==> src/include/cache_biu_config.svh <==
`ifndef CACHE_BIU_CONFIG_SVH
`define CACHE_BIU_CONFIG_SVH

//////////////////////////////
// bus geometry
//////////////////////////////

`define CB_ADDR_W          32                  // byte address
`define CB_DATA_W          32                  // one bus word

//////////////////////////////
// cache line
//////////////////////////////

// words per line, also the wrap burst length
`define CB_LINE_WORDS      4

//////////////////////////////
// outstanding transfers
//////////////////////////////

`define CB_INFLIGHT_DEPTH  2                   // strobes open on the bus
`define CB_QUEUE_DEPTH     `CB_INFLIGHT_DEPTH  // arbiter owner queue

`endif

==> src/source/cache_biu_pkg.sv <==
`include "cache_biu_config.svh"

package cache_biu_pkg;

  //////////////////////////////
  // vectors
  //////////////////////////////

  typedef logic [`CB_ADDR_W-1:0]                  addr_t;     // byte address
  typedef logic [`CB_DATA_W-1:0]                  word_t;     // bus word
  typedef logic [`CB_LINE_WORDS*`CB_DATA_W-1:0]   line_t;     // whole line, word 0 at lsb
  typedef logic [$clog2(`CB_LINE_WORDS)-1:0]      word_idx_t; // word in line

  // counts 0 .. inflight depth inclusive
  typedef logic [$clog2(`CB_INFLIGHT_DEPTH+1)-1:0] cnt_t;

  //////////////////////////////
  // encodings
  //////////////////////////////

  typedef enum logic {
    NOP,                                        // idle, single reads allowed
    READWAY                                     // line refill
  } biucmd_e;

  typedef enum logic {
    SINGLE,
    WRAP4                                       // 4 beats, wraps at line end
  } biu_type_e;

  typedef enum logic [1:0] {
    IDLE,
    WAIT4BIU,                                   // strobe held, no stb_ack yet
    BURST                                       // collecting beats
  } biufsm_e;

endpackage

==> src/source/biu_bus_if.sv <==
`timescale 1ns/1ns

// one cache controller to arbiter link
interface biu_bus_if;

  // request side
  logic                      stb;               // access request
  cache_biu_pkg::addr_t      adr;               // start address
  cache_biu_pkg::biu_type_e  btype;             // burst type

  // response side
  logic                      stb_ack;           // strobe taken
  logic                      ack;               // beat done
  logic                      err;               // beat failed, ends the transfer
  cache_biu_pkg::word_t      q;                 // read data
  cache_biu_pkg::addr_t      adro;              // address of this beat

  modport client (
    output stb,
    output adr,
    output btype,
    input  stb_ack,
    input  ack,
    input  err,
    input  q,
    input  adro
  );

  modport arbiter (
    input  stb, adr, btype,
    output stb_ack, ack, err, q, adro
  );

endinterface

==> src/source/biu_arbiter.sv <==
`timescale 1ns/1ns
`include "cache_biu_config.svh"

module biu_arbiter (
  input  logic                      clk_i,
  input  logic                      rst_ni,

  biu_bus_if.arbiter                ic_bus,             // client 0
  biu_bus_if.arbiter                dc_bus,             // client 1

  output logic                      biu_stb_o,
  input  logic                      biu_stb_ack_i,
  output cache_biu_pkg::addr_t      biu_adri_o,
  output cache_biu_pkg::biu_type_e  biu_type_o,
  input  cache_biu_pkg::addr_t      biu_adro_i,
  input  cache_biu_pkg::word_t      biu_q_i,
  input  logic                      biu_ack_i,
  input  logic                      biu_err_i
);

  localparam int DEPTH = `CB_QUEUE_DEPTH;
  localparam int PTR_W = (DEPTH > 1) ? $clog2(DEPTH) : 1;

  logic [1:0]                 req;
  logic                       sel;                      // client on the bus now
  logic                       rr_ptr;                   // favoured client
  logic                       grant_vld;
  logic                       grant_id;
  logic                       fire, pop, head, head_vld;
  logic                       to_ic, to_dc;
  logic                       q_full, q_empty;
  logic [DEPTH-1:0]           q_owner;
  cache_biu_pkg::word_idx_t   q_beats [DEPTH];          // beats left minus one
  logic [PTR_W-1:0]           rd_ptr, wr_ptr;
  cache_biu_pkg::cnt_t        q_cnt;

  function automatic logic [PTR_W-1:0] ptr_next(input logic [PTR_W-1:0] ptr);
    ptr_next = (ptr == PTR_W'(DEPTH-1)) ? '0 : ptr + 1'b1;
  endfunction

  //////////////////////////////
  // request select
  //////////////////////////////

  assign req = {dc_bus.stb, ic_bus.stb};

  always_comb
  begin
    if (grant_vld)         sel = grant_id;              // held until stb_ack
    else if (req[rr_ptr])  sel = rr_ptr;
    else                   sel = ~rr_ptr;
  end

  assign biu_stb_o  = req[sel] & ~q_full;               // no strobe with the queue full
  assign biu_adri_o = sel ? dc_bus.adr   : ic_bus.adr;
  assign biu_type_o = sel ? dc_bus.btype : ic_bus.btype;
  assign fire       = biu_stb_o & biu_stb_ack_i;

  assign ic_bus.stb_ack = fire & ~sel;
  assign dc_bus.stb_ack = fire &  sel;

  //////////////////////////////
  // response steering
  //////////////////////////////

  assign head     = q_owner[rd_ptr];
  assign head_vld = ~q_empty;
  assign to_ic    = head_vld & ~head;
  assign to_dc    = head_vld &  head;
  assign pop      = head_vld & (biu_err_i | (biu_ack_i & (q_beats[rd_ptr] == '0)));

  assign ic_bus.ack  = biu_ack_i & to_ic;
  assign ic_bus.err  = biu_err_i & to_ic;
  assign ic_bus.q    = to_ic ? biu_q_i    : '0;
  assign ic_bus.adro = to_ic ? biu_adro_i : '0;
  assign dc_bus.ack  = biu_ack_i & to_dc;
  assign dc_bus.err  = biu_err_i & to_dc;
  assign dc_bus.q    = to_dc ? biu_q_i    : '0;
  assign dc_bus.adro = to_dc ? biu_adro_i : '0;

  //////////////////////////////
  // grant and owner queue
  //////////////////////////////

  assign q_full  = (q_cnt == cache_biu_pkg::cnt_t'(DEPTH));
  assign q_empty = (q_cnt == '0);

  always_ff @(posedge clk_i or negedge rst_ni)
  begin
    if (!rst_ni)
    begin
      rr_ptr    <= 1'b0;
      grant_vld <= 1'b0;
      grant_id  <= 1'b0;
      rd_ptr    <= '0;
      wr_ptr    <= '0;
      q_cnt     <= '0;
    end
    else
    begin
      grant_vld <= req[sel] & ~fire;                    // released on stb_ack
      grant_id  <= sel;
      if (fire) rr_ptr <= ~sel;                         // other client goes first next
      if (fire) wr_ptr <= ptr_next(wr_ptr);
      if (pop)  rd_ptr <= ptr_next(rd_ptr);
      unique case ({fire, pop})
        2'b10:   q_cnt <= q_cnt + 1'b1;
        2'b01:   q_cnt <= q_cnt - 1'b1;
        default: ;
      endcase
    end
  end

  always_ff @(posedge clk_i)
  begin
    if (fire)
    begin
      q_owner[wr_ptr] <= sel;
      q_beats[wr_ptr] <= (biu_type_o == cache_biu_pkg::WRAP4) ?
                         cache_biu_pkg::word_idx_t'(`CB_LINE_WORDS-1) : '0;
    end
    if (head_vld && biu_ack_i && !pop)
      q_beats[rd_ptr] <= q_beats[rd_ptr] - 1'b1;        // mid burst beat
  end

endmodule

==> src/source/cache_biu_ctrl.sv <==
`timescale 1ns/1ns
`include "cache_biu_config.svh"

module cache_biu_ctrl (
  input  logic                    clk_i,
  input  logic                    rst_ni,

  input  logic                    flush_i,              // pipe flush
  input  cache_biu_pkg::biucmd_e  biucmd_i,
  output logic                    biucmd_ack_o,         // refill done
  input  logic                    noncacheable_req_i,
  output logic                    noncacheable_ack_o,

  input  logic                    req_i,                // cache lookup
  input  cache_biu_pkg::addr_t    adr_i,
  output logic                    in_biubuffer_o,       // lookup hits the line buffer
  output cache_biu_pkg::line_t    biubuffer_o,
  output cache_biu_pkg::line_t    cachemem_dat_o,       // line for the DAT memory
  output cache_biu_pkg::cnt_t     inflight_cnt_o,

  biu_bus_if.client               bus
);

  //////////////////////////////
  // constants
  //////////////////////////////

  localparam int IDX_W     = $bits(cache_biu_pkg::word_idx_t);
  localparam int BYTE_BITS = $clog2(`CB_DATA_W/8);      // byte offset in a word
  localparam int LINE_LSB  = BYTE_BITS + IDX_W;         // first line address bit

  cache_biu_pkg::biufsm_e     state;
  cache_biu_pkg::word_idx_t   burst_cnt;                // beats left minus one
  cache_biu_pkg::addr_t       adr_hold;                 // last issued strobe address
  cache_biu_pkg::cnt_t        discard;                  // stale responses to drop
  logic [`CB_LINE_WORDS-1:0]  buf_valid;                // per word in biubuffer
  logic                       nc_pend;                  // single read on the bus
  logic                       issue_ok;
  logic                       resp;
  logic                       xfer_end;
  logic                       nc_fire;
  cache_biu_pkg::word_idx_t   beat_idx;
  cache_biu_pkg::word_idx_t   req_idx;

  //////////////////////////////
  // response decode
  //////////////////////////////

  assign beat_idx = bus.adro[BYTE_BITS +: IDX_W];       // slot of returning beat
  assign req_idx  = adr_i[BYTE_BITS +: IDX_W];
  assign resp     = bus.ack | bus.err;

  // last response of a transfer, a single or the closing beat of a burst
  assign xfer_end = bus.err |
                    (bus.ack & ((state != cache_biu_pkg::BURST) | (burst_cnt == '0)));

  // one transfer at a time, none while stale responses are pending
  assign issue_ok = ~nc_pend & (discard == '0) & ~flush_i;
  assign nc_fire  = (state == cache_biu_pkg::IDLE) & (biucmd_i == cache_biu_pkg::NOP) &
                    bus.stb & bus.stb_ack;

  //////////////////////////////
  // request side
  //////////////////////////////

  always_comb
  begin
    bus.stb   = 1'b0;
    bus.adr   = adr_hold;                               // wait4biu replays this
    bus.btype = cache_biu_pkg::WRAP4;
    unique case (state)
      cache_biu_pkg::IDLE:
      begin
        if (biucmd_i == cache_biu_pkg::READWAY)
        begin
          bus.stb = issue_ok;
          bus.adr = {adr_i[`CB_ADDR_W-1:LINE_LSB], {LINE_LSB{1'b0}}};  // line aligned
        end
        else
        begin
          bus.stb   = noncacheable_req_i & issue_ok;
          bus.adr   = adr_i;
          bus.btype = cache_biu_pkg::SINGLE;
        end
      end
      cache_biu_pkg::WAIT4BIU: bus.stb = 1'b1;          // stretch until stb_ack
      default: ;                                        // burst running, strobe low
    endcase
  end

  //////////////////////////////
  // refill fsm
  //////////////////////////////

  always_ff @(posedge clk_i or negedge rst_ni)
  begin
    if (!rst_ni)
      state <= cache_biu_pkg::IDLE;
    else
      unique case (state)
        cache_biu_pkg::IDLE:
          if (biucmd_i == cache_biu_pkg::READWAY && issue_ok)
            state <= bus.stb_ack ? cache_biu_pkg::BURST : cache_biu_pkg::WAIT4BIU;
        cache_biu_pkg::WAIT4BIU:
          if (bus.stb_ack) state <= cache_biu_pkg::BURST;
        cache_biu_pkg::BURST:
          if (biucmd_ack_o) state <= cache_biu_pkg::IDLE;
        default: state <= cache_biu_pkg::IDLE;
      endcase
  end

  assign biucmd_ack_o = (state == cache_biu_pkg::BURST) &
                        ((bus.ack & (burst_cnt == '0)) | bus.err);

  always_ff @(posedge clk_i or negedge rst_ni)
  begin
    if (!rst_ni)
    begin
      burst_cnt <= '0;
      nc_pend   <= 1'b0;
      buf_valid <= '0;
    end
    else
    begin
      if (state != cache_biu_pkg::BURST)
        burst_cnt <= cache_biu_pkg::word_idx_t'(`CB_LINE_WORDS-1);
      else if (bus.ack)
        burst_cnt <= burst_cnt - 1'b1;

      if (nc_fire)
        nc_pend <= 1'b1;
      else if (flush_i || resp)
        nc_pend <= 1'b0;                                // answered or abandoned

      if (state == cache_biu_pkg::IDLE && bus.stb)
        buf_valid <= '0;                                // new transfer, old line gone
      else if (state == cache_biu_pkg::BURST && bus.ack)
        buf_valid[beat_idx] <= 1'b1;
    end
  end

  //////////////////////////////
  // line buffer
  //////////////////////////////

  always_ff @(posedge clk_i)
  begin
    if (state == cache_biu_pkg::IDLE && bus.stb)
      adr_hold <= bus.adr;
    if (state == cache_biu_pkg::BURST && bus.ack)
      biubuffer_o[beat_idx*`CB_DATA_W +: `CB_DATA_W] <= bus.q;
  end

  // buffer plus the beat arriving now, so the last beat needs no extra cycle
  always_comb
  begin
    cachemem_dat_o = biubuffer_o;
    cachemem_dat_o[beat_idx*`CB_DATA_W +: `CB_DATA_W] = bus.q;
  end

  assign in_biubuffer_o = req_i &
                          (adr_hold[`CB_ADDR_W-1:LINE_LSB] == adr_i[`CB_ADDR_W-1:LINE_LSB]) &
                          buf_valid[req_idx];

  //////////////////////////////
  // in-flight and flush
  //////////////////////////////

  always_ff @(posedge clk_i or negedge rst_ni)
  begin
    if (!rst_ni)
      inflight_cnt_o <= '0;
    else
      unique case ({bus.stb & bus.stb_ack, xfer_end})
        2'b10:   inflight_cnt_o <= inflight_cnt_o + 1'b1;
        2'b01:   inflight_cnt_o <= inflight_cnt_o - 1'b1;
        default: ;                                      // none or both
      endcase
  end

  always_ff @(posedge clk_i or negedge rst_ni)
  begin
    if (!rst_ni)
      discard <= '0;
    else if (flush_i)
    begin
      if (xfer_end && inflight_cnt_o != '0)
        discard <= inflight_cnt_o - 1'b1;               // one lands right now
      else
        discard <= inflight_cnt_o;
    end
    else if (discard != '0 && resp)
      discard <= discard - 1'b1;
  end

  assign noncacheable_ack_o = bus.ack & nc_pend & ~flush_i & (discard == '0);

endmodule

==> src/source/cache_refill_top.sv <==
`timescale 1ns/1ns

module cache_refill_top (
  input  logic                      clk_i,
  input  logic                      rst_ni,

  // instruction cache side
  input  logic                      ic_flush_i,
  input  cache_biu_pkg::biucmd_e    ic_biucmd_i,
  output logic                      ic_biucmd_ack_o,
  input  logic                      ic_noncacheable_req_i,
  output logic                      ic_noncacheable_ack_o,
  output cache_biu_pkg::word_t      ic_noncacheable_q_o,
  input  logic                      ic_req_i,
  input  cache_biu_pkg::addr_t      ic_adr_i,
  output logic                      ic_in_biubuffer_o,
  output cache_biu_pkg::line_t      ic_biubuffer_o,
  output cache_biu_pkg::line_t      ic_cachemem_dat_o,
  output cache_biu_pkg::cnt_t       ic_inflight_cnt_o,

  // data cache side
  input  logic                      dc_flush_i,
  input  cache_biu_pkg::biucmd_e    dc_biucmd_i,
  output logic                      dc_biucmd_ack_o,
  input  logic                      dc_noncacheable_req_i,
  output logic                      dc_noncacheable_ack_o,
  output cache_biu_pkg::word_t      dc_noncacheable_q_o,
  input  logic                      dc_req_i,
  input  cache_biu_pkg::addr_t      dc_adr_i,
  output logic                      dc_in_biubuffer_o,
  output cache_biu_pkg::line_t      dc_biubuffer_o,
  output cache_biu_pkg::line_t      dc_cachemem_dat_o,
  output cache_biu_pkg::cnt_t       dc_inflight_cnt_o,

  // external bus
  output logic                      biu_stb_o,
  input  logic                      biu_stb_ack_i,
  output cache_biu_pkg::addr_t      biu_adri_o,
  output cache_biu_pkg::biu_type_e  biu_type_o,
  input  cache_biu_pkg::addr_t      biu_adro_i,
  input  cache_biu_pkg::word_t      biu_q_i,
  input  logic                      biu_ack_i,
  input  logic                      biu_err_i
);

  biu_bus_if ic_bus ();
  biu_bus_if dc_bus ();

  assign ic_noncacheable_q_o = ic_bus.q;                // steered word, valid with ack
  assign dc_noncacheable_q_o = dc_bus.q;

  cache_biu_ctrl u_ic_ctrl (
    .clk_i              (clk_i),
    .rst_ni             (rst_ni),
    .flush_i            (ic_flush_i),
    .biucmd_i           (ic_biucmd_i),
    .biucmd_ack_o       (ic_biucmd_ack_o),
    .noncacheable_req_i (ic_noncacheable_req_i),
    .noncacheable_ack_o (ic_noncacheable_ack_o),
    .req_i              (ic_req_i),
    .adr_i              (ic_adr_i),
    .in_biubuffer_o     (ic_in_biubuffer_o),
    .biubuffer_o        (ic_biubuffer_o),
    .cachemem_dat_o     (ic_cachemem_dat_o),
    .inflight_cnt_o     (ic_inflight_cnt_o),
    .bus                (ic_bus.client)
  );

  cache_biu_ctrl u_dc_ctrl (
    .clk_i              (clk_i),
    .rst_ni             (rst_ni),
    .flush_i            (dc_flush_i),
    .biucmd_i           (dc_biucmd_i),
    .biucmd_ack_o       (dc_biucmd_ack_o),
    .noncacheable_req_i (dc_noncacheable_req_i),
    .noncacheable_ack_o (dc_noncacheable_ack_o),
    .req_i              (dc_req_i),
    .adr_i              (dc_adr_i),
    .in_biubuffer_o     (dc_in_biubuffer_o),
    .biubuffer_o        (dc_biubuffer_o),
    .cachemem_dat_o     (dc_cachemem_dat_o),
    .inflight_cnt_o     (dc_inflight_cnt_o),
    .bus                (dc_bus.client)
  );

  // ic is client 0, dc is client 1
  biu_arbiter u_arbiter (
    .clk_i         (clk_i),
    .rst_ni        (rst_ni),
    .ic_bus        (ic_bus.arbiter),
    .dc_bus        (dc_bus.arbiter),
    .biu_stb_o     (biu_stb_o),
    .biu_stb_ack_i (biu_stb_ack_i),
    .biu_adri_o    (biu_adri_o),
    .biu_type_o    (biu_type_o),
    .biu_adro_i    (biu_adro_i),
    .biu_q_i       (biu_q_i),
    .biu_ack_i     (biu_ack_i),
    .biu_err_i     (biu_err_i)
  );

endmodule
==> config.mk <==
export PLATFORM = sky130hd
export DESIGN_NAME = cache_refill_top
export DESIGN_NICKNAME = d
export VERILOG_FILES = /design/src/source/cache_biu_pkg.sv /design/src/source/biu_bus_if.sv /design/src/source/biu_arbiter.sv /design/src/source/cache_biu_ctrl.sv /design/src/source/cache_refill_top.sv
export VERILOG_INCLUDE_DIRS = /design/src /design/src/include
export SDC_FILE = /design/constraint.sdc
export NUM_CORES = 1
export LEC_CHECK = 0
export BUFFER_PORTS_ARGS = -buffer_cell sky130_fd_sc_hd__buf_4
export CAP_MARGIN = 20
export CELL_PAD_IN_SITES_DETAIL_PLACEMENT = 1
export CELL_PAD_IN_SITES_GLOBAL_PLACEMENT = 2
export CORE_AREA = 2 2 294 296
export CTS_BUF_LIST = sky130_fd_sc_hd__clkbuf_2
export CTS_CLUSTER_DIAMETER = 200
export DETAILED_ROUTE_END_ITERATION = 8
export DIE_AREA = 0 0 296 298
export GPL_TIMING_DRIVEN = 0
export PLACE_DENSITY = 0.74
export SLEW_MARGIN = 20
export SYNTH_ARGS = -nofsm -noshare
export SYNTH_HDL_FRONTEND = slang
export SYNTH_HIERARCHICAL = 1
export SYNTH_SLANG_ARGS = --single-unit
==> constraint.sdc <==
create_clock -name clk_i -period 12.43 [get_ports clk_i]
set_input_delay 1.243 -clock clk_i [delete_from_list [all_inputs] [get_ports clk_i]]
set_output_delay 1.243 -clock clk_i [all_outputs]
set_load 0.05 [all_outputs]
# Word-level counts from Yosys, hierarchy flattened

Memory sizes are Yosys's and may differ from the RTL's.
Cells that the tools add are included.
W data, S select, Z words.

Register bits after elaboration: 355
Bits in latches: 0
RAM bits: 4
Memory bits (read-only): 0
Input bits: 141
Output and inout port bits: 620
Word-level logic and storage cells: 261
Memories: 1

Memory list:

| memory            | words | width | rd ports | clocked after Yosys merged registers in | wr ports | line              | source |
|---|---|---|---|---|---|---|---|
| u_arbiter.q_beats | 2     | 2     | 1        | 0                                       | 2        | biu_arbiter.sv:33 | `cache_biu_pkg::word_idx_t q_beats [DEPTH];` |

Add/subtract/negate cells: 15
Multipliers: 0
Div/mod/pow operators: 0
Magnitude comparators: 11
Equality and inequality tests: 21
Shift-type cells: 4
Mux-type cells: 77
Bitwise operators: 66
Reduce and logical (&&, ||, !) cells: 43

Operators with widths:

| operator                    | count |
|---|---|
| $bwmux W128                 | 2 |
| $shift A32 B34 Y128 const A | 2 |
| $shiftx A32 B34 Y128        | 2 |
| $mux W32                    | 5 |
| $neg A7 Y34                 | 2 |
| $eq A28 B28 Y1              | 2 |
| $and A1 B1 Y1               | 43 |
| $mux W2                     | 19 |
| $mux W4                     | 8 |
| $mux W1                     | 30 |
| $reduce_bool A2 Y1          | 15 |
| $logic_not A2 Y1            | 8 |
| $sub A2 B1 Y2 const B       | 8 |
| $logic_and A1 B1 Y1         | 15 |
| $eq A2 B2 Y1 const B        | 6 |
| $lt A2 B3 Y1 const B        | 4 |
| $ne A2 B2 Y1 const B        | 6 |
| $not A1 Y1                  | 12 |
| $pmux W2 S2                 | 3 |
| $pmux W2 S3                 | 2 |
| $eq A2 B1 Y1 const B        | 5 |
| $or A1 B1 Y1                | 9 |
| $lt A1 B2 Y1 const B        | 4 |
| $or A4 B4 Y4                | 2 |
| other kinds (13)            | 23 |

# Longest topological paths before layout

Gate-level depths: netlist (run 1).

Word-level depth: 18
Mapped depth: 13

# Modules after synthesis

Netlist (run 1), hierarchy kept.

Modules (own cells, without submodules):

| module                     | times used | cells an instance | area each (µm²) | seq. area each (µm²) |
|---|---|---|---|---|
| cache_biu_ctrl (u_dc_ctrl) | 1          | 805               | 8125.3          | 5129.9 |
| cache_biu_ctrl (u_ic_ctrl) | 1          | 804               | 8115.3          | 5129.9 |
| biu_arbiter                | 1          | 255               | 2095.8          | 355.3 |

# Least setup slack after synthesis (run 1)

OpenSTA, ideal clock, no wires.

Path kind: input to register
Start: input port biu_ack_i
End: register u_dc_ctrl.biubuffer_o[0], enable pin
Data arrival time: 5.361 ns
Data required time: 11.892 ns
Slack: 6.531 ns
Stages: 5
Path buffers: 2
Cell sequence: o21ai_1 -> nor2_1 -> buf_2 -> and2_1 -> clkbuf_1

Longest elaborated chain between the ends: 2

RTL lines:

| what                           | line                   | source |
|---|---|---|
| start: declaration             | cache_refill_top.sv:42 | `input logic biu_ack_i,` |
| $and A1 B1 Y1                  | biu_arbiter.sv:76      | `assign dc_bus.ack = biu_ack_i & to_dc;` |
| via dc_bus.ack                 | biu_bus_if.sv:13       | `logic ack;` |
| $logic_and A1 B1 Y1            | cache_biu_ctrl.sv:150  | `if (state == cache_biu_pkg::BURST && bus.ack)` |
| end signal: indexed assignment | cache_biu_ctrl.sv:151  | `` biubuffer_o[beat_idx*`CB_DATA_W +: `CB_DATA_W] <= bus.q; `` |
| end: declaration               | cache_biu_ctrl.sv:17   | `output cache_biu_pkg::line_t biubuffer_o,` |

The timed path passes the listed nets, and every way through them passes these cells.
A chain may end at the register's enable or synchronous reset.

# Worst setup path after layout (run 1)

Start: register u_arbiter.rd_ptr
End: output port dc_cachemem_dat_o[47]

Longest elaborated chain between the ends: 7

RTL lines:

| what                                                        | line                   | source |
|---|---|---|
| start: declaration                                          | biu_arbiter.sv:34      | `logic [PTR_W-1:0] rd_ptr, wr_ptr;` |
| start signal: assignment                                    | biu_arbiter.sv:105     | `if (pop) rd_ptr <= ptr_next(rd_ptr);` |
| $mux W1 (not written as such) * (2 in a row)                | biu_arbiter.sv:66      | `assign head = q_owner[rd_ptr];` |
| $and A1 B1 Y1 *                                             | biu_arbiter.sv:69      | `assign to_dc = head_vld & head;` |
| $mux W4 *                                                   | biu_arbiter.sv:79      | `assign dc_bus.adro = to_dc ? biu_adro_i : '0;` |
| via dc_bus.adro[2]                                          | biu_bus_if.sv:16       | `cache_biu_pkg::addr_t adro;` |
| $neg A7 Y34 *                                               | cache_biu_ctrl.sv:158  | `` cachemem_dat_o[beat_idx*`CB_DATA_W +: `CB_DATA_W] = bus.q; `` |
| $shiftx A32 B34 Y128 or $shift A32 B34 Y128 (tied branches) | cache_biu_ctrl.sv:158  |  |
| $bwmux W128 *                                               | cache_biu_ctrl.sv:158  |  |
| end: declaration                                            | cache_refill_top.sv:32 | `output cache_biu_pkg::line_t dc_cachemem_dat_o,` |

The timed path passes the listed nets; every way through them passes the cells marked *. The select of a mux whose other input is x is not followed.

==> results of run 1 <==
layer usage:
layer	routed length (um)	up-vias	global-route usage [%]
met5	57	-	0
met4	2833	8	7.011
met3	7854	151	5.953
met2	47790	726	36.82
met1	36180	8373	23.39
li1	-	7682	-
per-stage QoR:
step / std cells / power (W) / hold slack [ns] / utilization [%] / setup slack (ns)
floorplan: 1802 / 0.004414 / 0.4573 / - / 6.531
global placement: 3676 / 0.005910 / 0.4727 / 29.29 / 3.576
detailed placement: 3683 / 0.005971 / 0.4914 / 29.53 / 6.581
CTS: 3871 / 0.006976 / 0.02829 / 30.69 / 5.210
global route: 3875 / 0.007195 / 0.09496 / 30.70 / 5.160
finish: 3876 / 0.006871 / 0.2750 / 30.71 / 5.481
final timing paths:
check | startpoint | to | slack (ns) | depth (start not counted)
setup / recovery | u_arbiter/rd_ptr$_DFFE_PN0P_ | dc_cachemem_dat_o[47] | 5.48 | 13
hold / removal | ic_flush_i | u_ic_ctrl/discard[0]$_DFFE_PN0P_ | 0.27 | 2
setup reg to reg | u_arbiter/rd_ptr$_DFFE_PN0P_ | u_dc_ctrl/biubuffer_o[47]$_DFFE_PP_ | 7.87 | 12
hold reg to reg | u_ic_ctrl/burst_cnt[1]$_DFFE_PN0P_ | u_ic_ctrl/burst_cnt[1]$_DFFE_PN0P_ | 0.51 | 2
max in group asynchronous | rst_ni | u_dc_ctrl/state[0]$_DFFE_PN0P_ | 11.45 | 2
min in group asynchronous | rst_ni | u_ic_ctrl/nc_pend$_DFFE_PN0P_ | 0.51 | 2
flip-flops by register name (all words and copies together) (netlist names), 4 cells and up:
register               cells
u_arbiter/q_beats          4
u_dc_ctrl/adr_hold        32
u_dc_ctrl/biubuffer_o    128
u_dc_ctrl/buf_valid        4
u_ic_ctrl/adr_hold        32
u_ic_ctrl/biubuffer_o    128
u_ic_ctrl/buf_valid        4
report_power, final:
part           internal [W]  leakage [nW]  total [W]  switching (W)
Sequential          0.00156          3.36    0.00164      0.0000837
Clock              0.000378         0.749   0.000966       0.000588
Combinational       0.00111          7.64    0.00427        0.00316
critical path, cell delays in order (launching register included):
cell and delay (ns):
dfrtp_1 0.37, buf_2 0.18, mux2i_1 0.17, nor2_1 0.46, clkbuf_2 0.37, clkbuf_1 0.14
and2_1 0.32, ha_1 0.58, nand2_1 0.13, nor3_2 0.78, buf_2 0.39, nand2_1 0.07
o21ai_0 0.30, buf_4 0.33
area by class of cell:
| cell class | instances | area [um^2] | area share (%) |
|---|---|---|---|
| Sequential cell | 359 | 10620 | 40.73 |
| Timing Repair Buffer | 739 | 5678 | 21.79 |
| Tap cell | 1144 | 1431 | 5.492 |
| Multi-Input combinational cell | 1077 | 5907 | 22.66 |
| Buffer | 84 | 395.4 | 1.517 |
| Inverter | 282 | 1059 | 4.061 |
| Clock inverter | 20 | 133.9 | 0.5137 |
| Antenna cell | 5 | 12.51 | 0.04801 |
| Clock buffer | 166 | 830.8 | 3.188 |
==> impl_table.tex, run 1 <==
\begin{tabular}{lr}
\hline
Metric & Value \\
\hline
\multicolumn{2}{l}{\textbf{Run status}} \\
\quad Result of the run & complete, no violations \\
\multicolumn{2}{l}{\textbf{Die}} \\
\quad Overall die area & 0.08821 mm\^{}2 \\
\quad Die outline width & 296 um \\
\quad Die extent in y & 298 um \\
\quad Number of top-level design ports & 761 \\
\quad Number of core rows & 107 \\
\quad Standard cell core area & 0.08488 mm\^{}2 \\
\quad Initial cell density of the core & 21.15\% \\
\multicolumn{2}{l}{\textbf{Global route}} \\
\quad Gr usage total & 20.66\% \\
\quad Wire length of the first global-routing pass & 131400 um \\
\quad Vias in the first global route & 17.94k \\
\quad Number of antenna violations at the first check in global routing & 9 \\
\quad Final global-route overflow total & 0 \\
\quad Maximum number of pins on one net before global-route repair & 53 \\
\multicolumn{2}{l}{\textbf{Place}} \\
\quad Standard cell area after detailed placement & 0.02507 mm\^{}2 \\
\quad Number of I/O port buffers & 730 \\
\quad Final weighted congestion in routability-driven placement & 0.8587 \\
\quad Detailed placement HPWL & 75190 um \\
\multicolumn{2}{l}{\textbf{Setup path}} \\
\quad Crit end category & output port \\
\quad Data arrival time at the worst-slack endpoint & 5.71 ns \\
\quad Critical Path RT & 11.19 ns \\
\quad Maximum fanout along the worst path & 10 \\
\quad Element type at the critical path start & flip-flop \\
\quad Kind of critical path & flip-flop to output port \\
\multicolumn{2}{l}{\textbf{STA}} \\
\quad RSZ-0062 raised after global routing & false \\
\quad Endpoints failing hold & 0 \\
\quad Time the final worst path needs with I/O delays and setup & 6.949 ns \\
\quad Post-route clock period utilization & 55.91\% \\
\quad Achievable frequency & 0.1439 GHz \\
\quad Worst rel slew slack & 32.56\% \\
\quad Final slew viol count & 0 \\
\quad Least-Margin Pin Slew & 1.006 ns \\
\quad Worst Clk Skew & 0.1678 ns \\
\quad Setup violators final & 0 \\
\quad Total Neg Setup Slack & 0 ns \\
\multicolumn{2}{l}{\textbf{Synth}} \\
\quad Mapped cell area & 0.01795 mm\^{}2 \\
\quad Syn Area/Cell & 9.963 um\^{}2 \\
\quad Cell count after synthesis & 1802 \\
\quad Synthesis warning total & 6 \\
\quad Synthesized Nets & 1968 \\
\multicolumn{2}{l}{\textbf{Cells and area}} \\
\quad Layout Nets & 2816 \\
\quad Share of layout cells above drive strength 1 & 37.37\% \\
\quad Most frequent cells in the layout & buf\_4, nand2\_1, edfxtp\_1 \\
\quad Synthesis-to-finish area growth & 45.17\% \\
\quad Total non-filler cell area in the finished layout & 0.02606 mm\^{}2 \\
\quad Most frequent standard cell in the layout excluding fill and tap cells & buf\_4 \\
\quad Number of filler cells placed in the layout & 10.08k \\
\multicolumn{2}{l}{\textbf{Detailed routing}} \\
\quad Per-cell routed wire length & 24.44 um \\
\quad Number of design-rule violations left by the first detailed-router iteration & 1001 \\
\quad Number of nets with antenna violations after routing & 0 \\
\quad Post-detailed-route DRC marker count & 0 \\
\quad Wire length reported by the detailed router & 94720 um \\
\quad DR vias/cell & 4.370 \\
\quad Via count & 16.94k \\
\quad Total iterations of the first detailed-routing run & 5 \\
\multicolumn{2}{l}{\textbf{CTS}} \\
\quad \# clock sinks & 359 \\
\quad Skew-Pair Late Insertion Delay & 1.26 ns \\
\quad Number of buffers created by CTS & 107 \\
\quad Setup Buffers After CTS & 0 \\
\quad CTS max path bufs & 3 \\
\quad Root buf cell & clkbuf\_2 \\
\quad CTS resizes & 0 \\
\quad Clock tree from TritonCTS & yes \\
\quad Clock transition at path regs & 0.10 ns \\
\quad Maximum level of the CTS H-tree & 3 \\
\quad Count of hold-fix buffers inserted at cts & 2 \\
\multicolumn{2}{l}{\textbf{Pwr}} \\
\quad Leakage power summed over all cells & 11.75 nW \\
\quad Maximum resistive drop on vdd & 0.1973 mV \\
\quad Total power per unit cell area & 263.6 mW/mm\^{}2 \\
\multicolumn{2}{l}{\textbf{Worst hold path}} \\
\quad Class of the worst hold path & primary input to flip-flop \\
\multicolumn{2}{l}{\textbf{Flow run}} \\
\quad Max-capacitance violation count & 0 \\
\hline
\end{tabular}
(Power assumes the default switching activity.)
==> run 2, diff against run 1 <==
PLACE_DENSITY = 0.77   (was 0.74)
clock period = 5.8 ns   (was 12.43 ns; I/O delays follow)
==> impl_table.tex, run 2 (synthesized netlist as in run 1, its figures left out) <==
\begin{tabular}{lr}
\hline
Metric & Value \\
\hline
\multicolumn{2}{l}{\textbf{Cells and area}} \\
\quad Most frequent cells in the layout & buf\_4, nand2\_1, edfxtp\_1 \\
\quad Most frequent standard cell in the layout excluding fill and tap cells & buf\_4 \\
\quad Number of filler cells placed in the layout & 10.08k (-0.050\%) \\
\quad Layout Nets & 2965 (+5.3\%) \\
\quad Synthesis-to-finish area growth & 53.88\% \\
\quad Top flop regs & u\_dc\_ctrl/biubuffer\_o (128), u\_ic\_ctrl/biubuffer\_o (128) \\
\quad Non-filler cells, final & 4036 (+4.1\%) \\
\quad Share of layout cells above drive strength 1 & 35.77\% (-1.6 points) \\
\multicolumn{2}{l}{\textbf{CTS}} \\
\quad CTS max path bufs & 3 (unchanged) \\
\quad Maximum level of the CTS H-tree & 3 (unchanged) \\
\quad Clock tree from TritonCTS & yes \\
\quad Number of buffers created by CTS & 108 (+0.93\%) \\
\quad Skew-Pair Late Insertion Delay & 1.30 ns (+0.04 ns) \\
\quad Clock transition at path regs & 0.08 ns (-0.02 ns) \\
\quad \# clock sinks & 359 (unchanged) \\
\quad Root buf cell & clkbuf\_2 \\
\multicolumn{2}{l}{\textbf{STA}} \\
\quad RSZ-0062 raised after global routing & false \\
\quad Post-route clock period utilization & 93.74\% \\
\quad Total Neg Setup Slack & 0 ns (unchanged) \\
\quad Final slew viol count & 0 (unchanged) \\
\quad Time the final worst path needs with I/O delays and setup & 5.437 ns \\
\quad Endpoints failing hold & 0 (unchanged) \\
\quad Least-Margin Pin Slew & 0.8610 ns (-0.1451 ns) \\
\quad Worst rel slew slack & 42.60\% (+10 points) \\
\quad Worst Clk Skew & 0.1433 ns (-0.02449 ns) \\
\quad Achievable frequency & 0.1839 GHz \\
\quad Setup violators final & 0 (unchanged) \\
\multicolumn{2}{l}{\textbf{Place}} \\
\quad Detailed placement HPWL & 72370 um (-3.8\%) \\
\quad Final weighted congestion in routability-driven placement & 0.8392 (-2.3\%) \\
\quad Cell Count Post-Placement & 3683 (unchanged) \\
\quad Number of I/O port buffers & 730 (unchanged) \\
\multicolumn{2}{l}{\textbf{Global route}} \\
\quad Vias in the first global route & 18.19k (+1.4\%) \\
\quad Number of antenna violations at the first check in global routing & 12 (+3) \\
\quad Maximum number of pins on one net before global-route repair & 52 (-1.9\%) \\
\quad Gr usage total & 20.57\% (-0.095 points) \\
\quad Final global-route overflow total & 0 (unchanged) \\
\quad Wire length of the first global-routing pass & 130500 um (-0.67\%) \\
\multicolumn{2}{l}{\textbf{Flow run}} \\
\quad Max-capacitance violation count & 0 (unchanged) \\
\multicolumn{2}{l}{\textbf{Detailed routing}} \\
\quad DR vias/cell & 4.265 (-2.4\%) \\
\quad Wire length reported by the detailed router & 93400 um (-1.4\%) \\
\quad Per-cell routed wire length & 23.14 um (-5.3\%) \\
\quad Via count & 17.21k (+1.6\%) \\
\quad Number of nets with antenna violations after routing & 0 (unchanged) \\
\quad Number of design-rule violations left by the first detailed-router iteration & 889 (-11\%) \\
\quad Post-detailed-route DRC marker count & 0 (unchanged) \\
\quad Total iterations of the first detailed-routing run & 5 (unchanged) \\
\multicolumn{2}{l}{\textbf{Setup path}} \\
\quad Critical Path RT & 5.22 ns (-5.97 ns) \\
\quad Crit end category & output port \\
\quad Data arrival time at the worst-slack endpoint & 4.86 ns (-0.85 ns) \\
\quad Maximum fanout along the worst path & 10 (unchanged) \\
\quad Kind of critical path & flip-flop to output port \\
\quad Element type at the critical path start & flip-flop \\
\quad Register-to-Register Setup Slack & 1.95 ns (-5.92 ns) \\
\multicolumn{2}{l}{\textbf{Die}} \\
\quad Overall die area & 0.08821 mm\^{}2 (unchanged) \\
\quad Die outline width & 296 um (unchanged) \\
\quad Number of top-level design ports & 761 (unchanged) \\
\quad Standard cell core area & 0.08488 mm\^{}2 (unchanged) \\
\quad Number of core rows & 107 (unchanged) \\
\quad Die extent in y & 298 um (unchanged) \\
\quad Initial cell density of the core & 21.15\% (unchanged) \\
\multicolumn{2}{l}{\textbf{Pwr}} \\
\quad Leakage power summed over all cells & 12.39 nW (+5.4\%) \\
\quad Maximum resistive drop on vdd & 0.2871 mV (+45\%) \\
\quad Power after layout & 0.01484 W (+120\%) \\
\quad Total power per unit cell area & 537.1 mW/mm\^{}2 (+100\%) \\
\multicolumn{2}{l}{\textbf{Worst hold path}} \\
\quad Class of the worst hold path & primary input to flip-flop \\
\multicolumn{2}{l}{\textbf{Run status}} \\
\quad Result of the run & complete, no violations \\
\hline
\end{tabular}
## run 2: cell count changes in the layout (fill, tap and decap cells not counted), sizes merged
cell / change
buf: +5
clkinv: +14
clkinvlp: -1
diode: +2
dlygate4sd3: +143
inv: -3
## run 2: layer usage
metal	vias to the layer above	part of all wire, %	global-route usage (%)	wire, um
met4	4	4.0	9.043	3705
met1	8336	39	23.36	36000
met5	-	0.022	0	21
met3	166	8.4	6.401	7816
li1	8004	-	-	-
met2	704	49	35.25	45860
## run 2: area by class of cell
| cell class | count | area [um^2] | share of cell area [%] |
|---|---|---|---|
| diodes | 7 | 17.52 | 0.06341 |
| plain buffers | 84 | 407.9 | 1.476 |
| clock buffers | 166 | 830.8 | 3.007 |
| clock inverters | 30 | 157.7 | 0.5707 |
| inverters | 282 | 1059 | 3.832 |
| multi-input cells | 1077 | 5951 | 21.54 |
| flip-flops and latches | 359 | 10620 | 38.42 |
| well taps | 1144 | 1431 | 5.181 |
| repair buffers | 887 | 7157 | 25.91 |
## run 2: what timing repair did
item                       4_1_cts  5_1_grt
setup endpoints to repair      122      112
resized for setup               13        4
pin swaps                        1        1
setup buffers                    3        1
hold buffers                   146        0
hold endpoints to repair       371        0
## run 2: metrics by stage
stage / instance area [um^2] / setup WS (ns) / hold WS [ns] / util, %
after floorplan: 17950 / 0.4555 / 0.2844 / -
after global placement: 24870 / -2.411 / 0.4709 / 29.29
after detailed placement: 25050 / 0.9863 / 0.4829 / 29.51
after CTS: 27590 / 0.01303 / 0.0002188 / 32.51
after global routing: 27620 / 0.01534 / 0.07713 / 32.54
final: 27630 / 0.3629 / 0.1631 / 32.55
## run 2: worst paths after layout
kind	start	to	cells after the start
max	u_arbiter/rd_ptr$_DFFE_PN0P_	dc_cachemem_dat_o[17]	14
min	biu_adro_i[2]	u_ic_ctrl/buf_valid[1]$_DFFE_PN0P_	5
max reg2reg	u_dc_ctrl/discard[0]$_DFFE_PN0P_	u_dc_ctrl/inflight_cnt_o[1]$_DFFE_PN0P_	13
min reg2reg	u_dc_ctrl/buf_valid[3]$_DFFE_PN0P_	u_dc_ctrl/buf_valid[3]$_DFFE_PN0P_	2
max in group asynchronous	rst_ni	u_dc_ctrl/discard[0]$_DFFE_PN0P_	4
min in group asynchronous	rst_ni	u_ic_ctrl/discard[0]$_DFFE_PN0P_	4
## run 2: worst max-delay path, cell delays in order (launching register included)
cell	delay [ns]
dfrtp_1	0.33
buf_2	0.21
mux2i_2	0.32
nor2_2	0.12
clkbuf_4	0.23
clkbuf_1	0.12
and2_2	0.26
inv_2	0.18
ha_2	0.36
nor4bb_1	0.34
buf_2	0.28
buf_2	0.29
nand2_1	0.07
o21ai_0	0.25
buf_4	0.31
## run 2: power by group
part | switching, W | leakage, nW | internal [W]
Combinational | 0.00681 | 8.26 | 0.00247
Clock | 0.00125 | 0.765 | 0.000808
Sequential | 0.000172 | 3.36 | 0.00333
Total | 0.00823 | 12.4 | 0.00661
==> run 3, diff against run 2 <==
RECOVER_POWER = 100   (was not set)
==> impl_table.tex, run 3 (synthesized netlist as in run 1, its figures left out) <==
\begin{tabular}{lr}
\hline
Metric & Value \\
\hline
\multicolumn{2}{l}{\textbf{Place}} \\
\quad Number of I/O port buffers & 730 (unchanged) \\
\quad Detailed placement HPWL & 72370 um (unchanged) \\
\quad Cell Count Post-Placement & 3683 (unchanged) \\
\quad Place WS & 0.9863 ns (unchanged) \\
\quad Final weighted congestion in routability-driven placement & 0.8392 (unchanged) \\
\multicolumn{2}{l}{\textbf{Global route}} \\
\quad Vias in the first global route & 18.19k (unchanged) \\
\quad Wire length of the first global-routing pass & 130500 um (unchanged) \\
\quad Gr usage total & 20.57\% (unchanged) \\
\quad Maximum number of pins on one net before global-route repair & 52 (unchanged) \\
\quad Global Route met3 Usage & 6.401\% (unchanged) \\
\quad Final global-route overflow total & 0 (unchanged) \\
\quad Met2 usage & 35.25\% (unchanged) \\
\quad Layer carrying the most global-route usage & met2 \\
\quad Met1 track demand over resource in global routing & 23.36\% (unchanged) \\
\quad Number of antenna violations at the first check in global routing & 13 (+1) \\
\multicolumn{2}{l}{\textbf{STA}} \\
\quad Total Neg Setup Slack & 0 ns (unchanged) \\
\quad Worst-case setup margin in the final layout & 0.3983 ns (+0.03546 ns) \\
\quad Post-Route Hold Slack & 0.1558 ns (-0.007230 ns) \\
\quad Post-route clock period utilization & 93.13\% (-0.61 points) \\
\quad Worst Clk Skew & 0.1512 ns (+0.007812 ns) \\
\quad Time the final worst path needs with I/O delays and setup & 5.402 ns (-0.03546 ns) \\
\quad Endpoints failing hold & 0 (unchanged) \\
\quad Final slew viol count & 122 (+122) \\
\quad Setup violators final & 0 (unchanged) \\
\quad Least-Margin Pin Slew & 2.405 ns (+1.544 ns) \\
\quad Worst rel slew slack & -60.31\% (-100 points) \\
\quad RSZ-0062 raised after global routing & false \\
\quad Achievable frequency & 0.1851 GHz (+0.66\%) \\
\multicolumn{2}{l}{\textbf{CTS}} \\
\quad Skew-Pair Late Insertion Delay & 1.29 ns (about the same) \\
\quad Root buf cell & clkbuf\_2 \\
\quad Maximum level of the CTS H-tree & 3 (unchanged) \\
\quad Clock tree from TritonCTS & yes \\
\quad \# clock sinks & 359 (unchanged) \\
\quad CTS max path bufs & 3 (unchanged) \\
\quad Number of buffers created by CTS & 108 (unchanged) \\
\quad Clock transition at path regs & 0.08 ns (about the same) \\
\multicolumn{2}{l}{\textbf{Pwr}} \\
\quad Internal cell power & 0.006119 W (-7.4\%) \\
\quad Share of total power in the clock network & 14.4\% (+0.5 points) \\
\quad Maximum resistive drop on vdd & 0.2777 mV (-3.2\%) \\
\quad Sw Pwr & 0.008163 W (-0.78\%) \\
\quad Net switching fraction of the power & 57.16\% (+1.7 points) \\
\quad Sequential fraction of design power & 24.6\% (+1.0 points) \\
\quad Leakage power summed over all cells & 11.08 nW (-11\%) \\
\quad Total power per unit cell area & 551.7 mW/mm\^{}2 (+2.7\%) \\
\quad Fraction of power consumed by combinational cells & 61.0\% (-1.5 points) \\
\quad Power after layout & 0.01428 W (-3.7\%) \\
\multicolumn{2}{l}{\textbf{Cells and area}} \\
\quad Share of layout cells above drive strength 1 & 25.16\% (-11 points) \\
\quad Synthesis-to-finish area growth & 44.18\% \\
\quad Non-filler cells, final & 4035 (-0.025\%) \\
\quad Most frequent standard cell in the layout excluding fill and tap cells & nand2\_1 \\
\quad Top flop regs & u\_dc\_ctrl/biubuffer\_o (128), u\_ic\_ctrl/biubuffer\_o (128) \\
\quad Layout Nets & 2965 (unchanged) \\
\quad Number of filler cells placed in the layout & 10.26k (+1.8\%) \\
\quad Most frequent cells in the layout & nand2\_1, clkbuf\_2, clkbuf\_1 \\
\multicolumn{2}{l}{\textbf{Die}} \\
\quad Number of top-level design ports & 761 (unchanged) \\
\quad Initial cell density of the core & 21.15\% (unchanged) \\
\quad Overall die area & 0.08821 mm\^{}2 (unchanged) \\
\quad Standard cell core area & 0.08488 mm\^{}2 (unchanged) \\
\quad Die extent in y & 298 um (unchanged) \\
\quad Die outline width & 296 um (unchanged) \\
\quad Number of core rows & 107 (unchanged) \\
\multicolumn{2}{l}{\textbf{Setup path}} \\
\quad Critical Path RT & 5.22 ns (about the same) \\
\quad Element type at the critical path start & flip-flop \\
\quad Crit end category & output port \\
\quad Data arrival time at the worst-slack endpoint & 4.82 ns (-0.04 ns) \\
\quad Maximum fanout along the worst path & 10 (unchanged) \\
\quad Kind of critical path & flip-flop to output port \\
\quad Worst R2R Path Depth & 7 (-6) \\
\multicolumn{2}{l}{\textbf{Flow run}} \\
\quad Max-capacitance violation count & 5 (+5) \\
\multicolumn{2}{l}{\textbf{Detailed routing}} \\
\quad Total iterations of the first detailed-routing run & 5 (unchanged) \\
\quad Post-detailed-route DRC marker count & 0 (unchanged) \\
\quad Wire length reported by the detailed router & 93520 um (+0.13\%) \\
\quad Number of nets with antenna violations after routing & 0 (unchanged) \\
\quad Via count & 17.31k (+0.56\%) \\
\quad Per-cell routed wire length & 23.18 um (+0.15\%) \\
\quad Number of design-rule violations left by the first detailed-router iteration & 921 (+3.6\%) \\
\quad DR vias/cell & 4.290 (+0.58\%) \\
\multicolumn{2}{l}{\textbf{Run status}} \\
\quad Result of the run & complete, but fails checks \\
\quad Violated checks & capacitance limit, slew limit \\
\multicolumn{2}{l}{\textbf{Worst hold path}} \\
\quad Count of cells along the worst hold path & 5 (unchanged) \\
\quad Class of the worst hold path & primary input to flip-flop \\
\hline
\end{tabular}
==> run 3: final timing paths <==
kind / from / to / slack [ns]
max: u_arbiter/rd_ptr$_DFFE_PN0P_ / dc_cachemem_dat_o[106] / 0.40
min: biu_adro_i[2] / u_ic_ctrl/buf_valid[1]$_DFFE_PN0P_ / 0.16
max reg2reg: u_arbiter/q_cnt[0]$_DFFE_PN0P_ / u_dc_ctrl/biubuffer_o[81]$_DFFE_PP_ / 0.75
min reg2reg: u_ic_ctrl/buf_valid[3]$_DFFE_PN0P_ / u_ic_ctrl/buf_valid[3]$_DFFE_PN0P_ / 0.49
max in group asynchronous: rst_ni / u_dc_ctrl/discard[0]$_DFFE_PN0P_ / 3.43
min in group asynchronous: rst_ni / u_ic_ctrl/buf_valid[2]$_DFFE_PN0P_ / 1.19
==> run 3: area by class of cell <==
type / instances / area [um^2] / share of cell area (%)
well taps: 1144 / 1431 / 5.529
multi-input cells: 1077 / 5898 / 22.79
plain buffers: 84 / 384.1 / 1.484
flip-flops and latches: 359 / 10620 / 41.01
clock buffers: 166 / 830.8 / 3.209
inverters: 282 / 1059 / 4.089
repair buffers: 887 / 5495 / 21.23
diodes: 6 / 15.01 / 0.05800
clock inverters: 30 / 157.7 / 0.6090
==> run 3: power by group through the flow <==
stage	clock network [W]	logic, W	registers [W]
CTS	0.00217	0.00935	0.00351
global route	0.00228	0.00920	0.00355
global placement	0	0.00911	0.00359
detailed placement	0	0.00919	0.00357
floorplan	0	0.00558	0.00388
finish	0.00205	0.00872	0.00351
==> run 3: worst max-delay path, stage by stage (launching register included) <==
cell	delay [ns]
dfrtp_1	0.37
buf_2	0.18
mux2i_2	0.19
nor2_2	0.21
clkbuf_4	0.28
clkbuf_1	0.12
and2_0	0.28
ha_1	0.63
nor4b_4	0.36
buf_12	0.17
buf_2	0.22
nand2_1	0.07
o21ai_0	0.21
buf_2	0.35
==> run 3: repair_timing <==
item / in CTS / in global routing
cloned: 0 / 0
endpoints found under the setup margin: 122 / 112
hold endpoints to repair: 371 / 0
resized for setup: 13 / 4
hold buffers: 146 / 0
setup buffers: 3 / 1
pin swaps: 1 / 1
==> run 3: per-layer routing <==
| layer | wire length [um] | vias to the layer above |
|---|---|---|
| met1 | 36290 | 8425 |
| met5 | 14 | - |
| li1 | - | 7996 |
| met3 | 7781 | 165 |
| met2 | 45760 | 720 |
| met4 | 3677 | 4 |
==> run 3: stage by stage <==
step / instance area, um^2 / util (%)
global route: 25880 / 30.49
CTS: 27590 / 32.51
detailed placement: 25050 / 29.51
global placement: 24870 / 29.29
floorplan: 17950 / -
finish: 25890 / 30.50
